==> config.mk <==
export PLATFORM = sky130hd
export DESIGN_NAME = rfdc_timing_top
export DESIGN_NICKNAME = d
export VERILOG_FILES = /design/src/hw/ctrlport_pkg.sv /design/src/hw/rfdc_regmap_pkg.sv /design/src/hw/ctrlport_if.sv /design/src/hw/ctrlport_timer.sv /design/src/hw/rfdc_db_regs.sv /design/src/hw/rfdc_reset_merge.sv /design/src/hw/rfdc_timing_top.sv
export SDC_FILE = /design/constraint.sdc
export NUM_CORES = 1
export LEC_CHECK = 0
export BUFFER_PORTS_ARGS = -buffer_cell sky130_fd_sc_hd__buf_2
export CAP_MARGIN = 20
export CORE_MARGIN = 10
export CORE_UTILIZATION = 35
export CTS_BUF_LIST = sky130_fd_sc_hd__clkbuf_2 sky130_fd_sc_hd__clkbuf_4 sky130_fd_sc_hd__clkbuf_8
export DETAILED_ROUTE_END_ITERATION = 8
export PLACE_DENSITY = 0.65
export SETUP_SLACK_MARGIN = 0.02
export SKIP_LAST_GASP = 1
export SLEW_MARGIN = 20
export SYNTH_ARGS = -nofsm -noshare
export SYNTH_HDL_FRONTEND = slang
export SYNTH_SLANG_ARGS = --single-unit
==> constraint.sdc <==
create_clock -name clk -period 2.69 [get_ports clk]
set_clock_uncertainty 0.05 [all_clocks]
set_input_delay 0.1345 -clock clk [delete_from_list [all_inputs] [get_ports clk]]
set_output_delay 0.1345 -clock clk [all_outputs]
set_load 0.02 [all_outputs]
==> src/hw/ctrlport_pkg.sv <==
// control-port widths and status codes, referenced by scoped name from rtl and testbench

package ctrlport_pkg;

  // --------------------------------------------------------------------------
  // bus widths
  // --------------------------------------------------------------------------

  // request address, byte offset into the register space
  localparam int addr_w = 20;

  // request and response data word
  localparam int data_w = 32;

  // execution timestamp, compared against radio time
  localparam int time_w = 64;

  // --------------------------------------------------------------------------
  // response status
  // --------------------------------------------------------------------------

  // status field width on the response side
  localparam int status_w = 2;

  typedef logic [status_w-1:0] status_t;

  // completed access
  localparam status_t sts_okay = 2'b00;

endpackage

==> src/hw/rfdc_regmap_pkg.sv <==
// register map of the rfdc reset block: offsets, field layout and the shared register word

package rfdc_regmap_pkg;

  // --------------------------------------------------------------------------
  // register offsets
  // --------------------------------------------------------------------------

  // nco reset control, start strobe and done status
  localparam logic [ctrlport_pkg::addr_w-1:0] nco_reset_reg_addr = 20'h00000;

  // adc and dac gearbox reset strobes
  localparam logic [ctrlport_pkg::addr_w-1:0] gearbox_reset_reg_addr = 20'h00004;

  // flops in the done-flag synchronizer
  localparam int sync_stages = 2;

  // --------------------------------------------------------------------------
  // register word views
  // --------------------------------------------------------------------------

  // nco view
  // bit 0 start strobe on write, bit 1 done flag on read
  typedef struct packed {
    logic [ctrlport_pkg::data_w-3:0] rsvd;
    logic                            done;
    logic                            start;
  } nco_word_t;

  // gearbox view
  // bit 0 adc gearbox reset, bit 1 dac gearbox reset, both write-only strobes
  typedef struct packed {
    logic [ctrlport_pkg::data_w-3:0] rsvd;
    logic                            dac_rst;
    logic                            adc_rst;
  } gearbox_word_t;

  // one data word, read through the view picked by the address
  typedef union packed {
    logic [ctrlport_pkg::data_w-1:0] raw;
    nco_word_t                       nco;
    gearbox_word_t                   gearbox;
  } reg_word_u;

endpackage

==> src/hw/ctrlport_if.sv <==
// control-port bundle between timer and register endpoint, with source and sink modports
`timescale 1ns/100ps

interface ctrlport_if;

  // request side, driven by the source
  // one-cycle pulse on req_wr or req_rd
  logic                              req_wr;
  logic                              req_rd;
  logic [ctrlport_pkg::addr_w-1:0]   req_addr;
  logic [ctrlport_pkg::data_w-1:0]   req_data;
  logic                              req_has_time;
  logic [ctrlport_pkg::time_w-1:0]   req_time;

  // response side, driven by the sink
  // resp_ack pulses once per request and ends it
  logic                              resp_ack;
  ctrlport_pkg::status_t             resp_status;
  logic [ctrlport_pkg::data_w-1:0]   resp_data;

  // requester
  modport source (
    output req_wr, req_rd, req_addr, req_data, req_has_time, req_time,
    input  resp_ack, resp_status, resp_data
  );

  // responder
  modport sink (
    input  req_wr, req_rd, req_addr, req_data, req_has_time, req_time,
    output resp_ack, resp_status, resp_data
  );

endinterface

==> src/hw/ctrlport_timer.sv <==
// command timer: holds one timed control-port request until radio time, then forwards it
`timescale 1ns/100ps

module ctrlport_timer (
  input  logic                            clk,
  input  logic                            rst,
  ctrlport_if.sink                        up,
  ctrlport_if.source                      down,
  input  logic [ctrlport_pkg::time_w-1:0] time_now
);

  // --------------------------------------------------------------------------
  // holding register
  // --------------------------------------------------------------------------

  // control state
  logic pending;
  logic fwd_wr;
  logic fwd_rd;

  // captured request payload
  logic                            hold_wr;
  logic                            hold_rd;
  logic [ctrlport_pkg::addr_w-1:0] hold_addr;
  logic [ctrlport_pkg::data_w-1:0] hold_data;
  logic [ctrlport_pkg::time_w-1:0] hold_time;

  logic up_req;
  logic run_now;
  logic time_hit;

  assign up_req = up.req_wr | up.req_rd;

  // untimed, or stamp already reached
  assign run_now = !up.req_has_time || (up.req_time <= time_now);

  // held stamp reached at this edge
  assign time_hit = pending && (time_now >= hold_time);

  // payload, captured with every new request
  always_ff @(posedge clk) begin
    if (up_req) begin
      hold_wr   <= up.req_wr;
      hold_rd   <= up.req_rd;
      hold_addr <= up.req_addr;
      hold_data <= up.req_data;
      hold_time <= up.req_time;
    end
  end

  // pending flag and the forwarded strobe
  always_ff @(posedge clk) begin
    if (rst) begin
      pending <= 1'b0;
      fwd_wr  <= 1'b0;
      fwd_rd  <= 1'b0;
    end else begin
      // strobes last one cycle
      fwd_wr <= 1'b0;
      fwd_rd <= 1'b0;
      if (up_req) begin
        if (run_now) begin
          // late or untimed, goes out next cycle
          fwd_wr <= up.req_wr;
          fwd_rd <= up.req_rd;
        end else begin
          pending <= 1'b1;
        end
      end else if (time_hit) begin
        // release the held command
        fwd_wr  <= hold_wr;
        fwd_rd  <= hold_rd;
        pending <= 1'b0;
      end
    end
  end

  // --------------------------------------------------------------------------
  // endpoint side
  // --------------------------------------------------------------------------

  assign down.req_wr       = fwd_wr;
  assign down.req_rd       = fwd_rd;
  assign down.req_addr     = hold_addr;
  assign down.req_data     = hold_data;
  // already executed at its time
  assign down.req_has_time = 1'b0;
  assign down.req_time     = hold_time;

  // response straight back to the requester
  assign up.resp_ack    = down.resp_ack;
  assign up.resp_status = down.resp_status;
  assign up.resp_data   = down.resp_data;

  // one outstanding request per port, so nothing new while one is held
  a_no_req_while_pending : assert property (
    @(posedge clk) disable iff (rst) pending |-> !up_req
  );

endmodule

==> src/hw/rfdc_db_regs.sv <==
// per-board register endpoint: decodes nco and gearbox register accesses into reset strobes
`timescale 1ns/100ps

module rfdc_db_regs (
  input  logic     clk,
  input  logic     rst,
  ctrlport_if.sink ctl,
  input  logic     nco_done,
  output logic     nco_start,
  output logic     adc_rst,
  output logic     dac_rst
);

  // --------------------------------------------------------------------------
  // address decode
  // --------------------------------------------------------------------------

  logic nco_sel;
  logic gb_sel;
  logic hit;
  logic acc;

  // same write word, two views
  rfdc_regmap_pkg::reg_word_u wr_word;
  // read-back word
  rfdc_regmap_pkg::reg_word_u rd_word;

  logic                            ack_q;
  logic [ctrlport_pkg::data_w-1:0] data_q;

  assign nco_sel = ctl.req_addr == rfdc_regmap_pkg::nco_reset_reg_addr;
  assign gb_sel  = ctl.req_addr == rfdc_regmap_pkg::gearbox_reset_reg_addr;
  assign hit     = nco_sel | gb_sel;
  assign acc     = ctl.req_wr | ctl.req_rd;

  assign wr_word = ctl.req_data;

  // read data
  // gearbox bits are write-only and read back as zero
  always_comb begin
    rd_word = '0;
    if (nco_sel) begin
      rd_word.nco.done = nco_done;
    end
  end

  // --------------------------------------------------------------------------
  // strobes and ack
  // --------------------------------------------------------------------------

  always_ff @(posedge clk) begin
    if (rst) begin
      ack_q     <= 1'b0;
      nco_start <= 1'b0;
      adc_rst   <= 1'b0;
      dac_rst   <= 1'b0;
    end else begin
      // unmapped addresses are dropped without ack
      ack_q     <= acc && hit;
      // nco view on the nco register
      nco_start <= ctl.req_wr && nco_sel && wr_word.nco.start;
      // gearbox view on the gearbox register
      adc_rst   <= ctl.req_wr && gb_sel && wr_word.gearbox.adc_rst;
      dac_rst   <= ctl.req_wr && gb_sel && wr_word.gearbox.dac_rst;
    end
  end

  // response word, zero on writes
  always_ff @(posedge clk) begin
    if (acc) begin
      data_q <= ctl.req_rd ? rd_word.raw : '0;
    end
  end

  assign ctl.resp_ack    = ack_q;
  assign ctl.resp_status = ctrlport_pkg::sts_okay;
  assign ctl.resp_data   = data_q;

  // the timer forwards one request at a time, so acks never come back to back
  a_ack_single : assert property (
    @(posedge clk) disable iff (rst) ack_q |=> !ack_q
  );

endmodule

==> src/hw/rfdc_reset_merge.sv <==
// merges both boards' reset strobes into single converter pulses and syncs the nco done flag
`timescale 1ns/100ps

module rfdc_reset_merge (
  input  logic       clk,
  input  logic       rst,
  input  logic [1:0] nco_start,
  input  logic [1:0] adc_rst,
  input  logic [1:0] dac_rst,
  input  logic       nco_reset_done,
  output logic       nco_done,
  output logic       start_nco_reset,
  output logic       adc_reset_pulse,
  output logic       dac_reset_pulse
);

  // --------------------------------------------------------------------------
  // reset pulses
  // --------------------------------------------------------------------------

  // one converter reset per kind, shared by both boards
  // strobes are one cycle wide, so the OR stays one cycle wide too
  // same-cycle requests from both boards collapse into one pulse
  always_ff @(posedge clk) begin
    if (rst) begin
      start_nco_reset <= 1'b0;
      adc_reset_pulse <= 1'b0;
      dac_reset_pulse <= 1'b0;
    end else begin
      start_nco_reset <= |nco_start;
      adc_reset_pulse <= |adc_rst;
      dac_reset_pulse <= |dac_rst;
    end
  end

  // --------------------------------------------------------------------------
  // done flag synchronizer
  // --------------------------------------------------------------------------

  // flag comes from the converter, asynchronous to clk
  logic [rfdc_regmap_pkg::sync_stages-1:0] done_sync;

  // shift in at bit 0
  always_ff @(posedge clk) begin
    if (rst) begin
      done_sync <= '0;
    end else begin
      done_sync <= {done_sync[rfdc_regmap_pkg::sync_stages-2:0], nco_reset_done};
    end
  end

  // last stage, shared with both endpoints for read-back
  assign nco_done = done_sync[rfdc_regmap_pkg::sync_stages-1];

  // no converter pulse straight out of reset
  a_quiet_after_reset : assert property (
    @(posedge clk) $past(rst) |-> !(start_nco_reset || adc_reset_pulse || dac_reset_pulse)
  );

endmodule

==> src/hw/rfdc_timing_top.sv <==
// rfdc timed reset-control top: two board paths of timer and endpoint feeding one merge stage
`timescale 1ns/100ps

module rfdc_timing_top (
  input  logic                            clk,
  input  logic                            rst,
  // board 0 control port
  input  logic                            db0_req_wr,
  input  logic                            db0_req_rd,
  input  logic [ctrlport_pkg::addr_w-1:0] db0_req_addr,
  input  logic [ctrlport_pkg::data_w-1:0] db0_req_data,
  input  logic                            db0_req_has_time,
  input  logic [ctrlport_pkg::time_w-1:0] db0_req_time,
  output logic                            db0_resp_ack,
  output ctrlport_pkg::status_t           db0_resp_status,
  output logic [ctrlport_pkg::data_w-1:0] db0_resp_data,
  // board 1 control port
  input  logic                            db1_req_wr,
  input  logic                            db1_req_rd,
  input  logic [ctrlport_pkg::addr_w-1:0] db1_req_addr,
  input  logic [ctrlport_pkg::data_w-1:0] db1_req_data,
  input  logic                            db1_req_has_time,
  input  logic [ctrlport_pkg::time_w-1:0] db1_req_time,
  output logic                            db1_resp_ack,
  output ctrlport_pkg::status_t           db1_resp_status,
  output logic [ctrlport_pkg::data_w-1:0] db1_resp_data,
  // radio time and converter
  input  logic [ctrlport_pkg::time_w-1:0] time_now,
  input  logic                            nco_reset_done,
  output logic                            start_nco_reset,
  output logic                            adc_reset_pulse,
  output logic                            dac_reset_pulse
);

  // port side and endpoint side of each board's timer
  ctrlport_if db0_up ();
  ctrlport_if db0_down ();
  ctrlport_if db1_up ();
  ctrlport_if db1_down ();

  // per-board strobes, bit index is the board
  logic [1:0] nco_start;
  logic [1:0] adc_rst;
  logic [1:0] dac_rst;
  logic       nco_done;

  // --------------------------------------------------------------------------
  // board 0
  // --------------------------------------------------------------------------

  assign db0_up.req_wr       = db0_req_wr;
  assign db0_up.req_rd       = db0_req_rd;
  assign db0_up.req_addr     = db0_req_addr;
  assign db0_up.req_data     = db0_req_data;
  assign db0_up.req_has_time = db0_req_has_time;
  assign db0_up.req_time     = db0_req_time;
  assign db0_resp_ack        = db0_up.resp_ack;
  assign db0_resp_status     = db0_up.resp_status;
  assign db0_resp_data       = db0_up.resp_data;

  ctrlport_timer timer0 (.clk, .rst, .up(db0_up), .down(db0_down), .time_now);

  rfdc_db_regs regs0 (
    .clk, .rst, .ctl(db0_down), .nco_done,
    .nco_start(nco_start[0]), .adc_rst(adc_rst[0]), .dac_rst(dac_rst[0])
  );

  // --------------------------------------------------------------------------
  // board 1
  // --------------------------------------------------------------------------

  assign db1_up.req_wr       = db1_req_wr;
  assign db1_up.req_rd       = db1_req_rd;
  assign db1_up.req_addr     = db1_req_addr;
  assign db1_up.req_data     = db1_req_data;
  assign db1_up.req_has_time = db1_req_has_time;
  assign db1_up.req_time     = db1_req_time;
  assign db1_resp_ack        = db1_up.resp_ack;
  assign db1_resp_status     = db1_up.resp_status;
  assign db1_resp_data       = db1_up.resp_data;

  ctrlport_timer timer1 (.clk, .rst, .up(db1_up), .down(db1_down), .time_now);

  rfdc_db_regs regs1 (
    .clk, .rst, .ctl(db1_down), .nco_done,
    .nco_start(nco_start[1]), .adc_rst(adc_rst[1]), .dac_rst(dac_rst[1])
  );

  // shared converter resets and done flag
  rfdc_reset_merge merge (
    .clk, .rst, .nco_start, .adc_rst, .dac_rst, .nco_reset_done, .nco_done,
    .start_nco_reset, .adc_reset_pulse, .dac_reset_pulse
  );

endmodule

Yosys cells after proc, flatten, opt, wreduce, memory -nomap -nowiden

Cells that the tools add are included.

Register bits after elaboration: 259
Input bits: 305

$lt $le $gt $ge: 4
Eq/ne operators: 4
Muxes and demuxes: 18
Bitwise logic cells: 6
Reductions and logical operators: 29

Operator list:

| cell                | number |
|---|---|
| $ge 64x64->1        | 2 |
| $le 64x64->1        | 2 |
| $eq 20x3->1 const B | 2 |
| $logic_not 20->1    | 2 |
| $mux 1              | 18 |
| $logic_and 1x1->1   | 14 |
| $reduce_and 2->1    | 4 |
| $or 1x1->1          | 6 |
| $reduce_or 2->1     | 3 |
| $ne 2x2->1 const B  | 2 |
| $reduce_bool 2->1   | 2 |
| $logic_not 1->1     | 2 |
| $logic_or 1x1->1    | 2 |

Depth between registers and ports, before layout

Gate-level depths: netlist (run 1).

Depth after elaboration: 4
Depth in mapped cells: 9
Mapped depth without buffers: 9

Cells and area by module

Synthesis (run 1) repeated with hierarchy kept, for this count alone.

Cells, all modules: 1,376
Area, all modules: 15,434.8 µm²

By module, submodules not included:

| module           | times used | cells each | area each (µm²) | sequential area each (µm²) |
|---|---|---|---|---|
| ctrlport_timer   | 2          | 626        | 7,155.6         | 3,603.5 |
| rfdc_db_regs     | 2          | 57         | 490.5           | 110.1 |
| rfdc_reset_merge | 1          | 10         | 142.6           | 100.1 |

Worst setup path before layout (run 1)

No wires, ideal clock.

Kind: input to register
Start: in db0_req_rd
End: reg timer0.fwd_rd, in the netlist timer0.down.req_rd
Arrival: 2.427 ns
Slack: 0.095 ns
Stages: 4
Path buffers: 0
Cells stage by stage: nor2_1 > inv_1 > a31oi_1 > a32o_1

Word-level cells in the longest chain between the ends: 2

RTL lines:

| item                   | RTL line             | RTL |
|---|---|---|
| start: declaration     | rfdc_timing_top.sv:9 | `input logic db0_req_rd,` |
| $or 1x1->1             | ctrlport_timer.sv:32 | `assign up_req = up.req_wr \| up.req_rd;` |
| net timer0.up_req      | ctrlport_timer.sv:28 | `logic up_req;` |
| $mux 1                 | ctrlport_timer.sv:61 | `if (up_req) begin` |
| end signal: assignment | ctrlport_timer.sv:65 | `fwd_rd <= up.req_rd;` |
| end signal: assignment | ctrlport_timer.sv:72 | `fwd_rd <= hold_rd;` |
| end: declaration       | ctrlport_timer.sv:19 | `logic fwd_rd;` |

The timed path passes the listed nets, and every way through them passes these cells.
A chain may end at the register's enable or synchronous reset.

Worst setup path after layout (run 1)

Start: in db0_req_time[33] in the netlist's numbering
End: reg timer0.fwd_rd, in the netlist timer0.down.req_rd

Word-level cells in the longest chain between the ends: 4

RTL lines:

| item               | RTL line              | RTL |
|---|---|---|
| start: declaration | rfdc_timing_top.sv:13 | `input logic [ctrlport_pkg::time_w-1:0] db0_req_time,` |
| $le 64x64->1       | ctrlport_timer.sv:35  | `assign run_now = !up.req_has_time \|\| (up.req_time <= time_now);` |
| $logic_or 1x1->1   | ctrlport_timer.sv:35  |  |
| $mux 1             | ctrlport_timer.sv:62  | `if (run_now) begin` |
| $mux 1             | ctrlport_timer.sv:61  |  |

No other way between the ends.

==> qor.txt, run 1 <==
Worst-path clk slew: 0.11 ns
WL per Instance: 18.0 um
grt ovf: 0
Synth Cell Area: 12800 um^2
count of flip-flops with a built-in enable after synthesis: 178
Die H: 211 um
DRC: 0
CTS H-Tree Depth: 4
routability cong.: 0.862
area of the core: 36300 um^2
count leader, synth: ha_1
Detailed Place HPWL: 31300 um
share of layout cells above drive strength 1: 0.209
Slew Viols, Final: 0
largest net degree at the start of global routing: 34
DRT antenna net count: 0
num ports: 378
Crit. End Element: flop
drt via density: 4.76
all-layer global routing usage: 0.171
VDD IR max: 0.000303 V
Design Area, Final: 17100 um^2
top cell type by total area after synthesis: edfxtp_1
Area after DPL: 14700 um^2
TritonCTS buffer count: 17
Setup Crit Path Kind: primary input to flop
Final Power: 7.43 mW
Final Hold Violating Endpoints: 0
IO Port Bufs: 251
# fillers: 3293
Critical Path RT: 3.10 ns
Synth area leaders: edfxtp_1 42%, ha_1 25%, inv_1 5.8%
clk_lat worst skew: 0.51 ns
die footprint: 44700 um^2
Min Hold Slack: 0.0981 ns
cell at the root of the clock tree: clkbuf_8
crit path time final: 2.54 ns
critical path's largest stage delay: 0.55 ns
pwr dens: 435 nW/um^2
Synth Register Bits: 197
YS warnings: 0
worst hold path class: primary input to flop
run status: complete, no violations
final setup violation count: 0
initial DRC count: 474
starting density of the core: 0.353
ys async rst share: 0
Register Area: 5730 um^2
Seq/Total Area, Yosys: 0.447
row count: 70
initial antenna violation count: 15
Synth top area share: 0.417
vias: 10200
worst-path cell chain: dlygate4sd3_1, buf_2, ha_1, a21o_1, nand3_1, a21oi_1, o311ai_0, nand4_1, o21bai_1, a32o_1
drt total wl: 38700 um
die width: 211 um
Multi-input gate area: 6240 um^2
Tcrit/Tclk final: 0.945
Worst slew margin: 0.577
DR pass1 iterations: 5
Unique masters post-synth: 58
Area Overhead vs Synth: 33.3%
Leakage: 8.28 nW
Gate Count Post-Synth: 1172
clk buf depth: 2
RSZ-0062 raised after global routing: false
worst-path fanout max: 3
critical path startpoint category: primary input
vias in the first global route: 10900
first-pass GRT wire length: 58600 um
Avg Cell Area, Syn: 10.9 um^2
most frequent cells after synthesis: 256 x ha_1, 198 x inv_1, 178 x edfxtp_1, 97 x a21oi_1, 66 x buf_4
fmax: 393 MHz
worst-margin pin slew: 0.634 ns
CTS tree: done
main flop type after synthesis: edfxtp_1
Layout Nets: 2219
Worst EP arrival: 2.95 ns
max cap viols: 0
clock sink total: 197
Critical-path top delay cell: o311ai_0
worst max-delay path, delay by kind of cell:
kind            cells  cell delay (ns)
simple gates        2             0.34
compound gates      5             1.47
buf+inv             2             0.68
fa+ha+maj           1             0.32
registers in the layout, indices dropped and copies added, names as in the netlist, 2 cells and up:
signal	cells
timer0.down.req_time	64
timer0.down.req_data	2
merge.done_sync	2
timer0.down.req_addr	20
timer1.down.req_addr	20
timer1.down.req_time	64
timer1.down.req_data	2
final timing paths:
kind / start / to / slack (ns) / cells past startpoint
max: db0_req_time[33] / timer0.down.req_rd$_SDFF_PP0_ / 0.15 / 10
min reg2reg: regs1.adc_rst$_SDFF_PP0_ / merge.adc_reset_pulse$_SDFF_PP0_ / 0.41 / 2
max reg2reg: timer0.down.req_time[30]$_DFFE_PN_ / timer0.down.req_rd$_SDFF_PP0_ / 0.16 / 10
min: db0_req_has_time / timer0.pending$_SDFFE_PP0P_ / 0.1 / 4
cells by family after synthesis:
group,after synthesis,share of synthesized area
buffers and inverters,267,0.0975
adders and majority gates,256,0.250
AOI/OAI and AO/OA,210,0.101
and+or+nand+nor,241,0.104
DFF,197,0.447
other,1,0.000293
final cells by class:
type                            count  share of cell area
Antenna cell                       14             0.00205
Clock buffer                       18              0.0141
Clock inverter                     14             0.00813
Inverter                          199              0.0439
Multi-Input combinational cell    773               0.365
Sequential cell                   197               0.335
Tap cell                          468              0.0343
Timing Repair Buffer              470               0.197
report_power, final:
group	internal [mW]	total, mW	switching [mW]
clock	0.697	1.95	1.25
combinational	0.826	1.80	0.970
sequential	3.62	3.69	0.0727
metal layers:
metal  share of wire  vias up  track usage
li1                -     5134            -
met1            0.43     4815        0.199
met2            0.50      250        0.299
met3           0.051       43       0.0389
met4           0.020        4       0.0645
met5         0.00057        -            0
through the flow:
stage / instances / TNS [ns] / worst slack, ns / util
after floorplan: 1237 / 0 / 0.0948 / -
after global placement: 1927 / -0.362 / -0.161 / 0.405
after detailed placement: 1927 / -0.161 / -0.0743 / 0.405
after CTS: 2139 / 0 / 0.0169 / 0.466
after global routing: 2150 / 0 / 0.0236 / 0.470
final: 2153 / 0 / 0.147 / 0.470
placed cells by master, fill, tap and decap left out, types with 17 or more instances in the layout:
cell and count:
a21o_1 31, a21oi_1 97, buf_2 251, buf_4 38
clkbuf_8 17, conb_1 66, dfxtp_1 19, dlygate4sd3_1 179
edfxtp_1 178, ha_1 253, inv_1 196, nand2_1 56
nand3_1 23, nand4_1 48, nor2_1 36, o21ai_0 20
repair_timing:
action                                  in CTS  in global routing
resized for setup                            5                 16
endpoints found under the setup margin       5                  6
hold buffers                               179                  0
hold endpoints to repair                   189                  0
buffers inserted                             1                  0
pin swaps                                    2                  7
(Power assumes the default switching activity.)
==> run 2, diff against run 1 <==
Settings changed: PLACE_DENSITY 0.65 to default, PLACE_DENSITY_LB_ADDON from default to 0.15.
==> run 2 against run 1 <==
  * Die area unchanged
  * First-iteration DRC count decreased by 30%
  * Via count decreased by 3.3%
  * Register-to-register slack improved by 0.02 ns
  * Flip-flop and latch count unchanged
  * Hold slack about the same
  * Fmax increased by 1.1%
  * Sequential power about the same
  * Critical path type unchanged
  * Highest routed layer unchanged
==> qor.txt, run 2 (synthesis gave the netlist of run 1 again) <==
run status: complete, no violations
TritonCTS buffer count: 17
Crit. End Element: flop
die width: 211 um
worst hold path class: primary input to flop
routability cong.: 0.823
clk_lat worst skew: 0.49 ns
CTS H-Tree Depth: 4
Critical Path RT: 3.03 ns
initial DRC count: 334
Worst-path clk slew: 0.11 ns
Place WS: -0.263 ns
DRC: 0
DP Cell Count: 1909
Slew Viols, Final: 0
first-pass GRT wire length: 57500 um
IO Port Bufs: 251
Worst slew margin: 0.567
grt ovf: 0
initial antenna violation count: 6
RSZ-0062 raised after global routing: false
final setup violation count: 0
Setup Crit Path Kind: primary input to flop
Leakage: 8.20 nW
num ports: 378
DR pass1 iterations: 4
largest net degree at the start of global routing: 45
commonest cells after routing, fill and taps aside: 253 x ha_1, 251 x buf_2, 196 x inv_1, 179 x dlygate4sd3_1, 178 x edfxtp_1
drt total wl: 37400 um
vias: 9910
clock sink total: 197
CTS tree: done
row count: 70
pwr dens: 440 nW/um^2
fmax: 398 MHz
Register Area: 5730 um^2
worst setup margin: 0.175 ns
Worst EP arrival: 2.85 ns
most common cell after layout, fill and taps aside: ha_1
worst-path fanout max: 3
all-layer global routing usage: 0.167
Die H: 211 um
Tcrit/Tclk final: 0.935
Detailed Place HPWL: 30400 um
crit path time final: 2.51 ns
clk buf depth: 2
DRT antenna net count: 0
Final Hold Violating Endpoints: 0
Area Overhead vs Synth: 31.8%
register-to-register setup slack: 0.18 ns
biggest regs: timer0.down.req_time: 64 flops, timer1.down.req_time: 64 flops
cell at the root of the clock tree: clkbuf_8
Layout Nets: 2200
drt via density: 4.67
worst-margin pin slew: 0.642 ns
vias in the first global route: 10600
die footprint: 44700 um^2
Non-Filler Instances: 2123
critical path startpoint category: primary input
WL per Instance: 17.6 um
VDD IR max: 0.000301 V
Multi-input gate area: 6180 um^2
# fillers: 3392
share of layout cells above drive strength 1: 0.198
starting density of the core: 0.353
max cap viols: 0
area of the core: 36300 um^2
==> run 2: cell count changes in the layout (fill, tap and decap cells not counted), sizes merged <==
| cell | change |
|---|---|
| inv | +1 |
| buf | -19 |
| clkinv | -1 |
| diode | -11 |
| bufinv | +1 |
| clkinvlp | -1 |
==> run 2: worst max-delay path: stages <==
cell,delay (ns)
dlygate4sd3_1,0.53
buf_2,0.14
ha_1,0.31
nand4_1,0.19
nor4_1,0.27
buf_4,0.18
a21boi_0,0.28
o31ai_1,0.17
a31oi_1,0.17
buf_4,0.15
o21bai_1,0.10
a32o_1,0.23
==> run 2: layout make-up <==
class | instances | area share
diodes | 3 | 0.000444
clock inverters | 14 | 0.00978
flip-flops and latches | 197 | 0.339
well taps | 468 | 0.0347
multi-input cells | 773 | 0.366
inverters | 199 | 0.0445
clock buffers | 18 | 0.0143
repair buffers | 451 | 0.191
==> run 2: path summary, 6_finish.rpt <==
path | start | endpoint | cells past startpoint
hold / removal | db1_req_has_time | timer1.down.req_wr$_SDFF_PP0_ | 4
setup reg to reg | timer0.down.req_time[23]$_DFFE_PN_ | timer0.down.req_rd$_SDFF_PP0_ | 10
setup / recovery | db0_req_time[15] | timer0.down.req_rd$_SDFF_PP0_ | 12
hold reg to reg | merge.done_sync[0]$_SDFF_PP0_ | merge.done_sync[1]$_SDFF_PP0_ | 1
==> run 2: timing repair <==
action,4_1_cts,5_1_grt
pin swaps,0,7
endpoints found under the hold margin,188,0
hold buffers,179,0
buffers inserted,0,1
endpoints found under the setup margin,4,6
gates resized for setup,3,12
cloned,0,0
==> run 2: power breakdown <==
| group | internal, mW | switching [mW] |
|---|---|---|
| Sequential | 3.61 | 0.0685 |
| Combinational | 0.797 | 0.948 |
| Clock | 0.793 | 1.21 |
==> run 2: layer usage <==
layer / track usage / vias up / wire [um]
li1: - / 5083 / -
met1: 0.212 / 4585 / 16900
met2: 0.281 / 214 / 18200
met3: 0.0402 / 22 / 1800
met4: 0.0340 / 6 / 385
met5: 0 / - / 30
==> run 2: per-stage QoR <==
stage	setup TNS [ns]	hold slack [ns]	instance area (um^2)	power, mW	util
2_1_floorplan	0	0.183	13100	4.75	-
3_3_place_gp	-0.848	0.262	14600	5.23	0.401
3_5_place_dp	-0.647	0.263	14600	5.27	0.401
4_1_cts	0	0.0847	16800	7.52	0.462
5_1_grt	0	0.113	16900	7.91	0.465
6_report	0	0.0979	16900	7.43	0.465
==> run 3, diff against run 2 <==
Settings changed: CORE_UTILIZATION 35 to 40.
==> run 3 against run 2 <==
  * Combinational power about the same
  * Flip-flop and latch count unchanged
  * Fmax decreased by 0.62%
  * Clock-buffer cell count decreased by 1
  * Register-to-register slack got worse by 0.02 ns
  * Largest power group unchanged
==> qor.txt, run 3 (synthesis gave the netlist of run 1 again) <==
Crit. End Element: flop
commonest cells after routing, fill and taps aside: 255 x ha_1, 251 x buf_2, 196 x inv_1, 179 x dlygate4sd3_1, 178 x edfxtp_1
max cap viols: 0
initial antenna violation count: 4
Leakage: 8.18 nW
post-CTS setup buffer count: 0
critical path buffer and inverter count: 2
TritonCTS buffer count: 17
pwr dens: 447 nW/um^2
worst setup margin: 0.160 ns
Crit path max-delay family: simple AND/OR/NAND/NOR gates
drt total wl: 36100 um
final setup violation count: 0
cell at the root of the clock tree: clkbuf_8
WL per Instance: 17.6 um
largest net degree at the start of global routing: 46
vias in the first global route: 10600
utilization after layout: 0.532
Worst-path clk slew: 0.11 ns
DRT antenna net count: 0
layer with the highest usage: met2
Critical Path RT: 3.08 ns
critical path's largest stage delay: 0.49 ns
most common cell after layout, fill and taps aside: ha_1
CTS tree: done
critical path startpoint category: flop
crit path time final: 2.53 ns
CTS H-Tree Depth: 4
IO Port Bufs: 251
Final Power: 7.50 mW
num ports: 378
# fillers: 2781
met2 Usage GRT: 0.309
Worst slew margin: 0.538
row count: 65
Setup Crit Path Kind: flop to flop
clock sink total: 197
Slew Viols, Final: 0
Final Hold Violating Endpoints: 0
vias: 9963
Area Overhead vs Synth: 30.9%
Detailed Place HPWL: 28900 um
area of the core: 31600 um^2
initial DRC count: 448
Worst EP arrival: 2.92 ns
VDD IR max: 0.000317 V
clk buf depth: 2
run status: complete, no violations
drt via density: 4.85
Critical-path top delay cell: or4b_1
all-layer global routing usage: 0.183
Tcrit/Tclk final: 0.941
worst hold path class: primary input to flop
grt ovf: 0
Layout Nets: 2195
DRC: 0
register-to-register setup slack: 0.16 ns
RSZ-0062 raised after global routing: false
met3 Use GR: 0.0392
clk_lat worst skew: 0.50 ns
worst-path fanout max: 3
share of layout cells above drive strength 1: 0.194
DR pass1 iterations: 5
biggest regs: timer0.down.req_time: 64 flops, timer1.down.req_time: 64 flops
fmax: 395 MHz
Place WS: -0.244 ns
worst-path cell chain: inv_1, ha_1, nand4_4, nor4_4, nand4_1, o22ai_2, nor4_2, buf_4, or4b_1, o211ai_1
GRT met1 Usage: 0.231
starting density of the core: 0.406
die width: 199 um
Die H: 199 um
routability cong.: 0.834
worst-margin pin slew: 0.691 ns
first-pass GRT wire length: 56000 um
die footprint: 39600 um^2
-- run 3: cell type report --
cell class	instances	area, um^2	share of cell area
Multi-Input combinational cell	773	6160	0.367
Inverter	199	751	0.0448
Sequential cell	197	5730	0.341
Clock buffer	17	234	0.0139
Antenna cell	4	10.0	0.000597
Tap cell	402	503	0.0300
Clock inverter	15	183	0.0109
Timing Repair Buffer	446	3210	0.191
-- run 3: worst paths after layout --
path | to | depth (start not counted) | start
min | timer1.down.req_rd$_SDFF_PP0_ | 4 | db1_req_has_time
max | timer1.down.req_wr$_SDFF_PP0_ | 10 | timer1.down.req_time[45]$_DFFE_PN_
min reg2reg | merge.done_sync[1]$_SDFF_PP0_ | 1 | merge.done_sync[0]$_SDFF_PP0_
max reg2reg | timer1.down.req_wr$_SDFF_PP0_ | 10 | timer1.down.req_time[45]$_DFFE_PN_
-- run 3: tightest hold or removal path: cells and delay by family --
| kind | cells | cell delay [ns] |
|---|---|---|
| AOI/OAI and AO/OA | 3 | 0.36 |
| buffers and inverters | 1 | 0.09 |
-- run 3: metal layers --
layer | wire length [um] | vias to the layer above
li1 | - | 5081
met1 | 16200 | 4594
met2 | 17300 | 258
met3 | 2150 | 28
met4 | 465 | 2
met5 | 7 | -
-- run 3: repair_timing --
item	in CTS	in global routing
hold endpoints to repair	189	0
hold buffers	179	0
setup endpoints to repair	2	6
pin swaps	1	5
resized for setup	1	11
-- run 3: stage by stage --
stage / area [um^2] / setup TNS (ns) / instances / hold slack (ns)
2_1_floorplan: 13100 / 0 / 1237 / 0.183
3_3_place_gp: 14500 / -0.779 / 1838 / 0.261
3_5_place_dp: 14500 / -0.619 / 1838 / 0.263
4_1_cts: 16700 / 0 / 2049 / 0.0532
5_1_grt: 16800 / 0 / 2050 / 0.0874
6_report: 16800 / 0 / 2053 / 0.0688
-- run 3: report_power, final --
group / internal [mW] / switching, mW / total [mW]
clock: 0.874 / 1.22 / 2.09
sequential: 3.61 / 0.0680 / 3.68
combinational: 0.795 / 0.936 / 1.73
total: 5.28 / 2.22 / 7.50
